<file path="config.mk">
export PLATFORM = sky130hd
export DESIGN_NAME = mem_stage
export DESIGN_NICKNAME = d
export VERILOG_FILES = /design/src/rtl/mem_stage_pkg.sv /design/src/rtl/mem_access_fsm.sv /design/src/rtl/mem_credit_counter.sv /design/src/rtl/store_lane_packer.sv /design/src/rtl/load_result_reg.sv /design/src/rtl/mem_stage.sv
export VERILOG_INCLUDE_DIRS = /design/src /design/src/rtl
export SDC_FILE = /design/constraint.sdc
export NUM_CORES = 1
export LEC_CHECK = 0
export BUFFER_PORTS_ARGS = -buffer_cell sky130_fd_sc_hd__buf_4
export CORE_AREA = 2 2 189 191
export CTS_CLUSTER_DIAMETER = 80
export DETAILED_ROUTE_END_ITERATION = 12
export DIE_AREA = 0 0 191 193
export PLACE_DENSITY = 0.59
export SYNTH_ARGS = -nofsm -noshare
export SYNTH_HDL_FRONTEND = slang
export SYNTH_SLANG_ARGS = --single-unit
export TNS_END_PERCENT = 5
</file>
<file path="constraint.sdc">
create_clock -name clk -period 7.5 [get_ports clk]
set_clock_uncertainty 0.2 [all_clocks]
set_input_delay 0.375 -clock clk [delete_from_list [all_inputs] [get_ports clk]]
set_output_delay 0.375 -clock clk [all_outputs]
set_load 0.1 [all_outputs]
</file>
<file path="src/rtl/mem_stage_consts.svh">
`ifndef MEM_STAGE_CONSTS_SVH
`define MEM_STAGE_CONSTS_SVH

// register and data path width
`define XLEN 64

// destination register number width
`define REGNO_W 5

// bytes per doubleword
`define BYTE_LANES 8

// request slots the memory side can hold
`define MEM_CREDITS 4

// wide enough to hold MEM_CREDITS itself
`define CREDIT_W 3

`endif

</file>
<file path="src/rtl/mem_stage_pkg.sv">
`default_nettype none
`include "mem_stage_consts.svh"

package mem_stage_pkg;

  typedef logic [`XLEN-1:0]       xlen_t;
  typedef logic [`REGNO_W-1:0]    regno_t;
  typedef logic [`BYTE_LANES-1:0] byte_en_t;
  typedef logic [`CREDIT_W-1:0]   credit_t;

  typedef enum logic [3:0] {
    op_none, op_lb, op_lbu, op_lh, op_lhu, op_lw, op_lwu, op_ld,
    op_sb, op_sh, op_sw, op_sd
  } mem_op_t;

  typedef enum logic [1:0] {
    st_idle, st_wait, st_drain
  } access_state_t;

  typedef struct packed {
    mem_op_t op;
    regno_t  rd_regno;
    logic    update_rd;
    xlen_t   alu_result;      // address for loads and stores
    xlen_t   rs2_value;       // store data
  } stage_in_t;

  typedef struct packed {
    logic     write;
    xlen_t    addr;           // doubleword aligned
    xlen_t    wdata;
    byte_en_t byte_en;
  } mem_req_t;

  typedef struct packed {
    logic    valid;
    mem_op_t op;
    regno_t  rd_regno;
    logic    update_rd;
    xlen_t   alu_result;
    xlen_t   mdata;
  } stage_out_t;

endpackage

`default_nettype wire

</file>
<file path="src/rtl/mem_access_fsm.sv">
`timescale 1ns/10ps
`default_nettype none

module mem_access_fsm import mem_stage_pkg::*; (
  input  logic    clk,
  input  logic    reset,
  input  logic    flush,
  input  logic    in_valid,
  input  mem_op_t op,
  input  logic    has_credit,
  input  logic    mem_resp_valid,
  output logic    issue,
  output logic    in_ready,
  output logic    capture
);

  access_state_t state;
  access_state_t state_nxt;
  logic          is_load;
  logic          is_store;

  assign is_load  = op inside {op_lb, op_lbu, op_lh, op_lhu, op_lw, op_lwu, op_ld};
  assign is_store = op inside {op_sb, op_sh, op_sw, op_sd};

  always_comb begin
    state_nxt = state;
    issue     = 1'b0;
    in_ready  = 1'b0;
    case (state)
      st_idle: begin
        if (in_valid && !flush) begin
          if (is_load || is_store) begin
            issue    = has_credit;
            in_ready = is_store && has_credit; // posted store
            if (is_load && has_credit) begin
              state_nxt = st_wait;
            end
          end else begin
            in_ready = 1'b1;
          end
        end
      end
      st_wait: begin
        if (flush) begin
          // a response in the flush cycle is simply dropped
          state_nxt = mem_resp_valid ? st_idle : st_drain;
        end else if (mem_resp_valid) begin
          in_ready  = in_valid;
          state_nxt = st_idle;
        end
      end
      st_drain: begin
        if (mem_resp_valid) begin
          state_nxt = st_idle; // swallow flushed load data
        end
      end
      default: begin
        state_nxt = st_idle;
      end
    endcase
  end

  assign capture = in_valid && in_ready;

  always_ff @(posedge clk) begin
    if (reset) begin
      state <= st_idle;
    end else begin
      state <= state_nxt;
    end
  end

  // only one load can be outstanding, so data never shows up unasked
  a_no_resp_in_idle: assert property (@(posedge clk) disable iff (reset)
    state == st_idle |-> !mem_resp_valid);

  // a waiting instruction stays put until it is taken
  a_hold_input: assert property (@(posedge clk) disable iff (reset)
    (in_valid && !in_ready && !flush) |=> (in_valid && $stable(op)));

endmodule

`default_nettype wire

</file>
<file path="src/rtl/mem_credit_counter.sv">
`timescale 1ns/10ps
`default_nettype none
`include "mem_stage_consts.svh"

module mem_credit_counter import mem_stage_pkg::*; (
  input  logic clk,
  input  logic reset,
  input  logic spend,
  input  logic credit_return,
  output logic has_credit
);

  credit_t count;

  always_ff @(posedge clk) begin
    if (reset) begin
      count <= credit_t'(`MEM_CREDITS); // memory starts empty
    end else begin
      case ({spend, credit_return})
        2'b10:   count <= count - 1'b1;
        2'b01:   count <= count + 1'b1;
        default: count <= count;       // none, or spend and return together
      endcase
    end
  end

  assign has_credit = (count != '0);

  // memory must not return more credits than were spent
  a_credit_max: assert property (@(posedge clk) disable iff (reset)
    (credit_return && !spend) |-> count < credit_t'(`MEM_CREDITS));

  a_credit_in_range: assert property (@(posedge clk) disable iff (reset)
    count <= credit_t'(`MEM_CREDITS));

  a_credit_min: assert property (@(posedge clk) disable iff (reset)
    spend |-> count != '0);

endmodule

`default_nettype wire

</file>
<file path="src/rtl/store_lane_packer.sv">
`timescale 1ns/10ps
`default_nettype none

module store_lane_packer import mem_stage_pkg::*; (
  input  stage_in_t instr,
  output mem_req_t  mem_req
);

  logic [2:0] lane;
  byte_en_t   lane_mask;
  xlen_t      sized_data;
  logic       is_store;

  // low address bits under the access size are dropped
  always_comb begin
    lane       = '0;
    lane_mask  = '0;
    sized_data = '0;
    case (instr.op)
      op_sb, op_lb, op_lbu: begin
        lane       = instr.alu_result[2:0];
        lane_mask  = 8'h01;
        sized_data = xlen_t'(instr.rs2_value[7:0]);
      end
      op_sh, op_lh, op_lhu: begin
        lane       = {instr.alu_result[2:1], 1'b0};
        lane_mask  = 8'h03;
        sized_data = xlen_t'(instr.rs2_value[15:0]);
      end
      op_sw, op_lw, op_lwu: begin
        lane       = {instr.alu_result[2], 2'b00};
        lane_mask  = 8'h0f;
        sized_data = xlen_t'(instr.rs2_value[31:0]);
      end
      op_sd, op_ld: begin
        lane_mask  = 8'hff;
        sized_data = instr.rs2_value;
      end
      default: begin
        lane_mask = '0; // not a memory op
      end
    endcase
  end

  assign is_store = instr.op inside {op_sb, op_sh, op_sw, op_sd};

  assign mem_req.write   = is_store;
  assign mem_req.addr    = {instr.alu_result[63:3], 3'b000};
  assign mem_req.byte_en = lane_mask << lane;
  assign mem_req.wdata   = is_store ? (sized_data << {lane, 3'b000}) : '0;

endmodule

`default_nettype wire

</file>
<file path="src/rtl/load_result_reg.sv">
`timescale 1ns/10ps
`default_nettype none

module load_result_reg import mem_stage_pkg::*; (
  input  logic       clk,
  input  logic       reset,
  input  logic       flush,
  input  logic       capture,
  input  stage_in_t  instr,
  input  xlen_t      mem_resp_data,
  output stage_out_t result
);

  logic [2:0] lane;
  xlen_t      shifted;
  xlen_t      mdata;

  always_comb begin
    case (instr.op)
      op_lh, op_lhu: lane = {instr.alu_result[2:1], 1'b0};
      op_lw, op_lwu: lane = {instr.alu_result[2], 2'b00};
      op_ld:         lane = 3'b000;
      default:       lane = instr.alu_result[2:0];
    endcase
  end

  assign shifted = mem_resp_data >> {lane, 3'b000}; // addressed lane to bit 0

  always_comb begin
    case (instr.op)
      op_lb:   mdata = xlen_t'(signed'(shifted[7:0]));
      op_lbu:  mdata = xlen_t'(shifted[7:0]);
      op_lh:   mdata = xlen_t'(signed'(shifted[15:0]));
      op_lhu:  mdata = xlen_t'(shifted[15:0]);
      op_lw:   mdata = xlen_t'(signed'(shifted[31:0]));
      op_lwu:  mdata = xlen_t'(shifted[31:0]);
      op_ld:   mdata = shifted;
      default: mdata = '0; // stores and alu ops
    endcase
  end

  always_ff @(posedge clk) begin
    if (reset || flush) begin
      result.valid <= 1'b0;
    end else begin
      result.valid <= capture; // single cycle pulse
      if (capture) begin
        result.op         <= instr.op;
        result.rd_regno   <= instr.rd_regno;
        result.update_rd  <= instr.update_rd;
        result.alu_result <= instr.alu_result;
        result.mdata      <= mdata;
      end
    end
  end

endmodule

`default_nettype wire

</file>
<file path="src/rtl/mem_stage.sv">
`timescale 1ns/10ps
`default_nettype none

module mem_stage import mem_stage_pkg::*; (
  input  logic       clk,
  input  logic       reset,
  input  logic       flush,

  // pipeline side
  input  logic       in_valid,
  input  stage_in_t  in_instr,
  output logic       in_ready,

  // memory side
  output logic       mem_req_valid,
  output mem_req_t   mem_req,
  input  logic       credit_return,
  input  logic       mem_resp_valid,
  input  xlen_t      mem_resp_data,

  // writeback side
  output stage_out_t result
);

  logic issue;
  logic has_credit;
  logic capture;

  mem_access_fsm u_fsm (
    .clk            (clk),
    .reset          (reset),
    .flush          (flush),
    .in_valid       (in_valid),
    .op             (in_instr.op),
    .has_credit     (has_credit),
    .mem_resp_valid (mem_resp_valid),
    .issue          (issue),
    .in_ready       (in_ready),
    .capture        (capture)
  );

  mem_credit_counter u_credits (
    .clk           (clk),
    .reset         (reset),
    .spend         (issue),
    .credit_return (credit_return),
    .has_credit    (has_credit)
  );

  store_lane_packer u_packer (
    .instr   (in_instr),
    .mem_req (mem_req)
  );

  assign mem_req_valid = issue; // one cycle per request

  load_result_reg u_result (
    .clk           (clk),
    .reset         (reset),
    .flush         (flush),
    .capture       (capture),
    .instr         (in_instr),
    .mem_resp_data (mem_resp_data),
    .result        (result)
  );

endmodule

`default_nettype wire

</file>
==> summary.md, run 1 <==
| Metric | Value |
|---|---|
| Total number of nets in the final design | `1,385` |
| Width of the die | `~190 µm` |
| Async set-reset flop share out of synthesis | `0` |
| Critical path capture point type | `output pin` |
| Arrival time worst endpoint | `approximately 3.1 ns` |
| Total via count after detailed routing | `approximately 7,900` |
| Number of cells after detailed placement | `1,546` |
| Last weighted congestion value of the routability-driven placer | `0.844` |
| Die Outline Area | `0.0369 mm²` |
| Routed wirelength normalized by instance count | `around 24 µm` |
| Pleak | `5.75 nW` |
| Sink count of the clock tree | `~140` |
| Hold/Removal Path Class | `in2reg` |
| Required time of the critical path | `roughly 6.9 ns` |
| Initial cell density of the core | `0.230` |
| Warning count from the yosys run | `0` |
| Ratio of cells with drive above 1 in the final layout | `0.468` |
| Period utilisation layout | `0.493` |
| Number of pins exceeding their max-slew limit in the final report | `0` |
| Placed Area | `roughly 0.012 mm²` |
| Final standard cell count with taps included and fillers excluded | `1,655` |
| Synthesized cell area | `about 0.008 mm²` |
| Synth Instances | `around 700` |
| Pin count of the biggest net entering global routing | `76` |
| Post-route design area | `roughly 0.013 mm²` |
| Actual transition at the worst max-transition pin | `roughly 1.1 ns` |
| Post-CTS clock slew at the launch and capture registers of the worst setup and hold paths | `roughly 0.06 ns` |
| Biggest fanout along the worst timing path | `24` |
| Mapped Avg Cell Area | `11.4 µm²` |
| Clock root cell | `sky130_fd_sc_hd__clkbuf_16` |
| Total CTS buffers | `17` |
| Smallest setup slack after layout | `around 3.8 ns` |
| TritonCTS clock tree | `done` |
| Clock period minus final worst setup slack | `around 3.7 ns` |
| Buffer count from post-CTS setup fixing | `0` |
| Final total negative setup slack | `0 ns` |
| Top achievable clock speed | `~270 MHz` |
| Final setup violation count | `0` |
| Tot GR Track Use | `0.200` |
| Placeable core region | `0.0350 mm²` |
| Crit path launch type | `primary input` |
| Number of port buffers | `482` |
| Area Overhead vs Synth | `60.5%` |
| Flops & latches, synth | `around 140` |
| RSZ-0062 raised after global routing | `no` |
| Run status | `finished clean` |
| Clock latency on the worst-skew pair | `0.43 ns` |
| Total routed wirelength | `around 39 mm` |
| Buffer depth of the longest clock path | `2` |
| Number of cell rows | `slightly below 70` |
| Global route total overflow | `0` |
| 1st-iter DRT viols | `422` |
| Drt drc | `0` |
| 1st-pass router iterations | `8` |
| Proportion of synthesized chip area in sequential cells | `0.530` |
| Average vias per placed instance | `around 4.8` |
| Total Power Consumption | `about 2.6 mW` |
| Number of global-route vias before repair | `just under 8,000` |
| Critical path start-end classification | `in2out` |
| Global-route wire length before repair | `between 50 and 60 mm` |
| Most common flop cell mapped by yosys | `sky130_fd_sc_hd__edfxtp_1` |
| Max capacitance violation total | `0` |
| Worst slew slack as a fraction of its limit | `0.246` |
| Number of routed nets with antenna violations | `0` |
| Total of fill cells in the finished design | `approximately 3,400` |
| Number of flops mapped to enable cells by yosys | `between 100 and 150` |
| Final Hold Violating Endpoints | `0` |
| DP Wirelength | `30.6 mm` |
| Cell variety after synth | `between 50 and 60` |
| Peak VDD IR | `about 140 µV` |
| Initial antenna violation count | `10` |
| Total power divided by cell area | `199 mW/mm²` |
| Pre-CTS setup slack | `3.85 ns` |
| H-tree lvl count | `4` |
| Floorplan die height | `around 190 µm` |
| Total I/O pin count | `486` |
[synthesized netlist by cell type (3+ instances only)]
master                        n  area [µm²]
sky130_fd_sc_hd__inv_1       20        75.1
sky130_fd_sc_hd__a221o_1      9        90.1
sky130_fd_sc_hd__a2bb2oi_1    3        26.3
sky130_fd_sc_hd__dfxtp_1      6         120
sky130_fd_sc_hd__edfxtp_1   138        4140
sky130_fd_sc_hd__nor2b_1     15        93.8
sky130_fd_sc_hd__mux2i_1     31         310
sky130_fd_sc_hd__a21oi_1     32         160
sky130_fd_sc_hd__a32oi_1      7        61.3
sky130_fd_sc_hd__clkbuf_1    28         105
sky130_fd_sc_hd__and3_1       3        18.8
sky130_fd_sc_hd__mux4_2      17         383
sky130_fd_sc_hd__o21ai_2      3        26.3
sky130_fd_sc_hd__a222oi_1     8        80.1
sky130_fd_sc_hd__nand2_1     60         225
sky130_fd_sc_hd__o21ai_0     45         225
sky130_fd_sc_hd__and2_1      12        75.1
sky130_fd_sc_hd__xor2_1       3        26.3
sky130_fd_sc_hd__a21o_1      33         248
sky130_fd_sc_hd__buf_6        5        56.3
sky130_fd_sc_hd__or3b_2       3        26.3
sky130_fd_sc_hd__buf_2       10        50.1
sky130_fd_sc_hd__nor2_1      61         229
sky130_fd_sc_hd__a22oi_1     25         188
sky130_fd_sc_hd__nor3_1       5        25.0
sky130_fd_sc_hd__buf_4       66         495
sky130_fd_sc_hd__a22o_1      15         131
sky130_fd_sc_hd__nand2b_1     3        18.8
[what timing repair did]
action | 4_1_cts | 5_1_grt
hold buffers | 71 | 0
hold endpoints to repair | 73 | 0
gates resized for setup | 0 | 0
[path summary, 6_finish.rpt]
check,start,cells past startpoint,slack (ns),end
min,mem_resp_data[58],2,0.06,u_result.result[58]$_DFFE_PP_
max,in_instr[136],8,3.80,mem_req[6]
max reg2reg,u_credits.count[0]$_SDFFE_PP0P_,9,4.64,u_credits.count[2]$_SDFFE_PP1P_
min reg2reg,u_credits.count[0]$_SDFFE_PP0P_,2,0.37,u_credits.count[0]$_SDFFE_PP0P_
[registers in the layout (all words and copies together), names as in the netlist]
register,cells
u_credits.count,3
u_result.result,139
u_fsm.state,2
[layout make-up]
class | count | area (µm²) | share of cell area
well taps | 461 | 577 | 0.0447
flip-flops and latches | 144 | 4260 | 0.330
clock inverters | 15 | 124 | 0.00960
repair buffers | 562 | 4400 | 0.341
inverters | 21 | 78.8 | 0.00611
multi-input cells | 429 | 3020 | 0.234
clock buffers | 17 | 425 | 0.0330
diodes | 6 | 15.0 | 0.00116
[metrics by stage]
stage | util | hold WS (ns)
after floorplan | - | 0.247
after global placement | 0.333 | 0.347
after detailed placement | 0.333 | 0.353
after CTS | 0.369 | 0.0349
after global routing | 0.369 | 0.0505
final | 0.369 | 0.0650
[where the power goes]
group / switching, mW / total, mW / internal, mW
combinational: 0.597 / 0.839 / 0.241
sequential: 0.00906 / 0.921 / 0.912
clock: 0.371 / 0.803 / 0.432
total: 0.978 / 2.56 / 1.58
[layer usage]
metal	vias to the layer above	wire, µm	track usage
li1	3515	-	-
met5	-	42	0
met2	478	22400	0.413
met4	8	1500	0.0897
met3	76	3240	0.0561
met1	3811	12000	0.176
[placed cells by master (no fill, tap or decap), types with 3 or more instances in the layout]
cell type                         n
sky130_fd_sc_hd__buf_4          491
sky130_fd_sc_hd__edfxtp_1       138
sky130_fd_sc_hd__dlygate4sd3_1   71
sky130_fd_sc_hd__nor2_1          61
sky130_fd_sc_hd__nand2_1         60
sky130_fd_sc_hd__o21ai_0         44
sky130_fd_sc_hd__a21o_1          33
sky130_fd_sc_hd__a21oi_1         32
sky130_fd_sc_hd__mux2i_1         31
sky130_fd_sc_hd__a22oi_1         25
sky130_fd_sc_hd__inv_1           20
sky130_fd_sc_hd__mux4_2          17
sky130_fd_sc_hd__clkbuf_16       17
sky130_fd_sc_hd__a22o_1          15
sky130_fd_sc_hd__nor2b_1         13
sky130_fd_sc_hd__and2_1          12
sky130_fd_sc_hd__a221o_1          9
sky130_fd_sc_hd__a222oi_1         8
sky130_fd_sc_hd__a32oi_1          7
sky130_fd_sc_hd__inv_6            7
sky130_fd_sc_hd__diode_2          6
sky130_fd_sc_hd__dfxtp_1          6
sky130_fd_sc_hd__nor3_1           5
sky130_fd_sc_hd__clkinvlp_4       4
sky130_fd_sc_hd__nand2b_1         3
sky130_fd_sc_hd__and3_1           3
sky130_fd_sc_hd__or3b_2           3
sky130_fd_sc_hd__xor2_1           3
sky130_fd_sc_hd__a2bb2oi_1        3
sky130_fd_sc_hd__conb_1           3
[cells by family (layout without fill, tap and decap cells)]
family                   count (synthesis)  in the layout  synth area share
adder cells (fa/ha/maj)                  3              3           0.00529
XOR/XNOR                                 5              5           0.00545
buffers and inverters                  132            615            0.0986
other                                    1              9          0.000466
multiplexers                            49             49            0.0876
AO/OA/AOI/OAI                          194            194             0.170
AND/OR/NAND/NOR                        175            175             0.102
flip-flops                             144            144             0.530
[worst max-delay path: stages]
cell and delay, ns:
sky130_fd_sc_hd__buf_4 0.23, sky130_fd_sc_hd__nor2b_1 0.32, sky130_fd_sc_hd__nand2_1 0.46, sky130_fd_sc_hd__nand2_1 0.82
sky130_fd_sc_hd__nor2_1 0.18, sky130_fd_sc_hd__a21o_1 0.21, sky130_fd_sc_hd__o21ai_0 0.16, sky130_fd_sc_hd__buf_4 0.35
Power figures use the tool's default switching activity.
==> run 2: changes to the inputs <==
--- a/config.mk
+++ b/config.mk
@@ -6,12 +6,13 @@
 export SDC_FILE = /design/constraint.sdc
 export NUM_CORES = 1
 export LEC_CHECK = 0
+export ABC_AREA = 1
 export BUFFER_PORTS_ARGS = -buffer_cell sky130_fd_sc_hd__buf_4
-export CORE_AREA = 2 2 189 191
+export CORE_AREA = 2 2 187 189
 export CTS_CLUSTER_DIAMETER = 80
 export DETAILED_ROUTE_END_ITERATION = 12
-export DIE_AREA = 0 0 191 193
-export PLACE_DENSITY = 0.59
+export DIE_AREA = 0 0 189 191
+export PLACE_DENSITY = 0.61
 export SYNTH_ARGS = -nofsm -noshare
 export SYNTH_HDL_FRONTEND = slang
 export SYNTH_SLANG_ARGS = --single-unit
==> constraint.sdc (replaced) <==
create_clock -name clk -period 3.5 [get_ports clk]
set_clock_uncertainty 0.2 [all_clocks]
set_input_delay 0.175 -clock clk [delete_from_list [all_inputs] [get_ports clk]]
set_output_delay 0.175 -clock clk [all_outputs]
set_load 0.1 [all_outputs]
==> run 2 against run 1 <==
Against the previous run: clock power up 130%; via count up 24%; highest routed layer is now met4; critical path depth up 6.
==> summary.md, run 2 <==
| Metric | Value |
|---|---|
| Proportion of synthesized chip area in sequential cells | `0.466` |
| Smallest setup slack after layout | `approximately 0.20 ns` |
| Final standard cell count with taps included and fillers excluded | `~2,100` |
| Mapped Avg Cell Area | `~7.8 µm²` |
| Critical path start-end classification | `in2out` |
| Clock latency on the worst-skew pair | `roughly 0.43 ns` |
| Area Overhead vs Synth | `55.8%` |
| Placed Area | `approximately 0.013 mm²` |
| Max capacitance violation total | `0` |
| Total routed wirelength | `between 30 and 40 mm` |
| Synth area leader | `sky130_fd_sc_hd__edfxtp_1` |
| Period utilisation layout | `0.942` |
| Critical path capture point type | `output pin` |
| Buffer depth of the longest clock path | `2` |
| Top achievable clock speed | `around 300 MHz` |
| Number of flip-flops under the largest register name | `139` |
| RSZ-0062 raised after global routing | `no` |
| Critical-path cell list | `dlygate4sd3_1 -> buf_4 -> nand2_4 -> inv_2 -> buf_4 -> nand2_1 -> nand2_1 -> nand2_1 -> nand3_2 -> inv_2 -> nand2_1 -> buf_4 -> nor2_1 -> buf_4` |
| Largest register by flop count | `u_result.result` |
| Placeable core region | `roughly 0.034 mm²` |
| Post-CTS clock slew at the launch and capture registers of the worst setup and hold paths | `~0.06 ns` |
| Slack of the worst reg-to-reg path | `about 1.1 ns` |
| H-tree lvl count | `4` |
| Hold depth | `5` |
| Peak VDD IR | `334 µV` |
| Worst reg-to-reg path cell count | `13` |
| Run status | `finished clean` |
| Initial cell density of the core | `0.268` |
| Arrival time worst endpoint | `around 2.9 ns` |
| Final total negative setup slack | `0 ns` |
| Combined buffer and inverter count along the critical path | `7` |
| Average vias per placed instance | `around 4.6` |
| Synth Instances | `1,179` |
| Clock period minus final worst setup slack | `approximately 3.3 ns` |
| Total number of nets in the final design | `between 1,500 and 2,000` |
| Number of flops mapped to enable cells by yosys | `between 100 and 150` |
| Floorplan die height | `191 µm` |
| Number of routed nets with antenna violations | `0` |
| Async set-reset flop share out of synthesis | `0` |
| Actual transition at the worst max-transition pin | `0.807 ns` |
| Pin count of the biggest net entering global routing | `80` |
| Top cell type's share of synthesized area | `0.453` |
| Worst slew slack as a fraction of its limit | `0.461` |
| Cell type group with the largest total delay on the critical path | `buffers and inverters` |
| Warning count from the yosys run | `0` |
| Critical-path cell with the highest stage delay | `sky130_fd_sc_hd__dlygate4sd3_1` |
| Flops & latches, synth | `144` |
| 1st-pass router iterations | `5` |
| Gr busiest metal | `met2` |
| Met2 Resource Use GR | `0.389` |
| Total number of cells along the worst setup path | `14` |
| Number of global-route vias before repair | `approximately 10,000` |
| 1st-iter DRT viols | `approximately 640` |
| Met1 track demand over resource | `0.213` |
| Number of port buffers | `between 400 and 500` |
| Most common cell in the synthesized netlist | `sky130_fd_sc_hd__nand2_1` |
| Most used cells in the layout excluding fill and tap cells | `sky130_fd_sc_hd__buf_4, sky130_fd_sc_hd__nand2_1, sky130_fd_sc_hd__edfxtp_1` |
| DP Wirelength | `29.4 mm` |
| Peak per-stage delay on the critical path | `about 0.55 ns` |
| TritonCTS clock tree | `done` |
| Most frequent standard cell in the layout excluding fill and tap cells | `sky130_fd_sc_hd__buf_4` |
| Met3 track demand over resource | `0.0466` |
| Total via count after detailed routing | `roughly 9,800` |
| Most common flop cell mapped by yosys | `sky130_fd_sc_hd__edfxtp_1` |
| Number of pins exceeding their max-slew limit in the final report | `0` |
| Tot GR Track Use | `0.204` |
| Number of cells after detailed placement | `approximately 2,000` |
| Width of the die | `189 µm` |
| Number of cell rows | `68` |
| Post-route design area | `roughly 0.014 mm²` |
| Total power divided by cell area | `410 mW/mm²` |
| Clock root cell | `sky130_fd_sc_hd__clkbuf_16` |
| Global-route wire length before repair | `56.2 mm` |
| Sink count of the clock tree | `144` |
| Drt drc | `0` |
| Biggest registers after layout | `u_result.result x139, u_credits.count x3, u_fsm.state x2` |
| Number of antenna repair diodes | `0` |
| Initial antenna violation count | `0` |
| Ratio of cells with drive above 1 in the final layout | `0.343` |
| Pleak | `7.04 nW` |
| Die Outline Area | `0.0361 mm²` |
| Hold/Removal Path Class | `in2reg` |
| Last weighted congestion value of the routability-driven placer | `slightly above 0.9` |
| Biggest fanout along the worst timing path | `27` |
| Total I/O pin count | `just under 500` |
| Required time of the critical path | `~3.1 ns` |
| Crit path launch type | `primary input` |
| Top post-synthesis cells by area | `sky130_fd_sc_hd__edfxtp_1, sky130_fd_sc_hd__nand2_1, sky130_fd_sc_hd__buf_4, sky130_fd_sc_hd__nand3_1, sky130_fd_sc_hd__inv_1` |
| Routed wirelength normalized by instance count | `approximately 18 µm` |
| Cell variety after synth | `36` |
| Total CTS buffers | `17` |
| Final Hold Violating Endpoints | `0` |
| Pre-CTS setup slack | `about 0.57 ns` |
| Final setup violation count | `0` |
| Global route total overflow | `0` |
| Total Power Consumption | `just under 6 mW` |
| Top cell types by occurrence after synthesis | `sky130_fd_sc_hd__nand2_1, sky130_fd_sc_hd__edfxtp_1, sky130_fd_sc_hd__inv_1, sky130_fd_sc_hd__nand3_1, sky130_fd_sc_hd__nor2_1` |
| Synthesized cell area | `slightly above 0.009 mm²` |
[run 2: worst paths after layout]
check / start / end
max reg2reg: u_credits.count[0]$_SDFFE_PP0P_ / u_credits.count[2]$_SDFFE_PP1P_
max: in_instr[137] / mem_req[19]
min: credit_return / u_credits.count[1]$_SDFFE_PP0P_
min reg2reg: u_credits.count[2]$_SDFFE_PP1P_ / u_credits.count[2]$_SDFFE_PP1P_
[run 2: what timing repair did]
item / in CTS / in global routing
hold buffers: 88 / 0
setup endpoints to repair: 0 / 45
endpoints found under the hold margin: 88 / 0
resized for setup: 0 / 4
buffers inserted: 0 / 0
[run 2: cells by family (layout without fill, tap and decap cells)]
group / count (synthesis) / count (layout) / share of synthesized area
buf+inv: 258 / 752 / 0.144
other cells: 1 / 3 / 0.000410
compound gates: 153 / 153 / 0.0998
xor+xnor: 1 / 1 / 0.000958
flops: 144 / 144 / 0.466
fa+ha+maj: 2 / 2 / 0.00356
simple gates: 620 / 620 / 0.285
[run 2: per-layer routing]
layer	up-vias	routed length, µm
li1	4752	-
met1	4504	13700
met2	471	20100
met3	70	2780
met4	0	1370
met5	-	0
[run 2: where the power goes]
part           switching (mW)  internal (mW)  total [mW]
Clock                   0.776           1.06        1.84
Combinational            1.48          0.548        2.03
Sequential             0.0204           1.96        1.98
[run 2: per-stage QoR]
| step | hold WS, ns | utilization |
|---|---|---|
| 2_1_floorplan | 0.0441 | - |
| 3_3_place_gp | 0.154 | 0.375 |
| 3_5_place_dp | 0.156 | 0.375 |
| 4_1_cts | 0.00247 | 0.418 |
| 5_1_grt | 0.0547 | 0.418 |
| 6_report | 0.0187 | 0.418 |
[run 2: worst register-to-register path, cell delays in order (launching register included)]
cell	delay [ns]
sky130_fd_sc_hd__dfxtp_1	0.35
sky130_fd_sc_hd__nor3_1	0.36
sky130_fd_sc_hd__nor4_1	0.07
sky130_fd_sc_hd__and2_1	0.16
sky130_fd_sc_hd__inv_1	0.06
sky130_fd_sc_hd__ha_1	0.13
sky130_fd_sc_hd__inv_1	0.06
sky130_fd_sc_hd__fa_1	0.38
sky130_fd_sc_hd__nand2_1	0.08
sky130_fd_sc_hd__nand2_1	0.05
sky130_fd_sc_hd__nor2_1	0.09
sky130_fd_sc_hd__inv_1	0.06
sky130_fd_sc_hd__a21oi_1	0.12
sky130_fd_sc_hd__o21ai_0	0.09
[run 2: final cells by class]
cell class,count,area (µm²)
clock buffers,18,429
flip-flops and latches,144,4260
fillers,3462,19900
clock inverters,14,155
repair buffers,594,4720
multi-input cells,779,3630
inverters,126,495
well taps,455,569
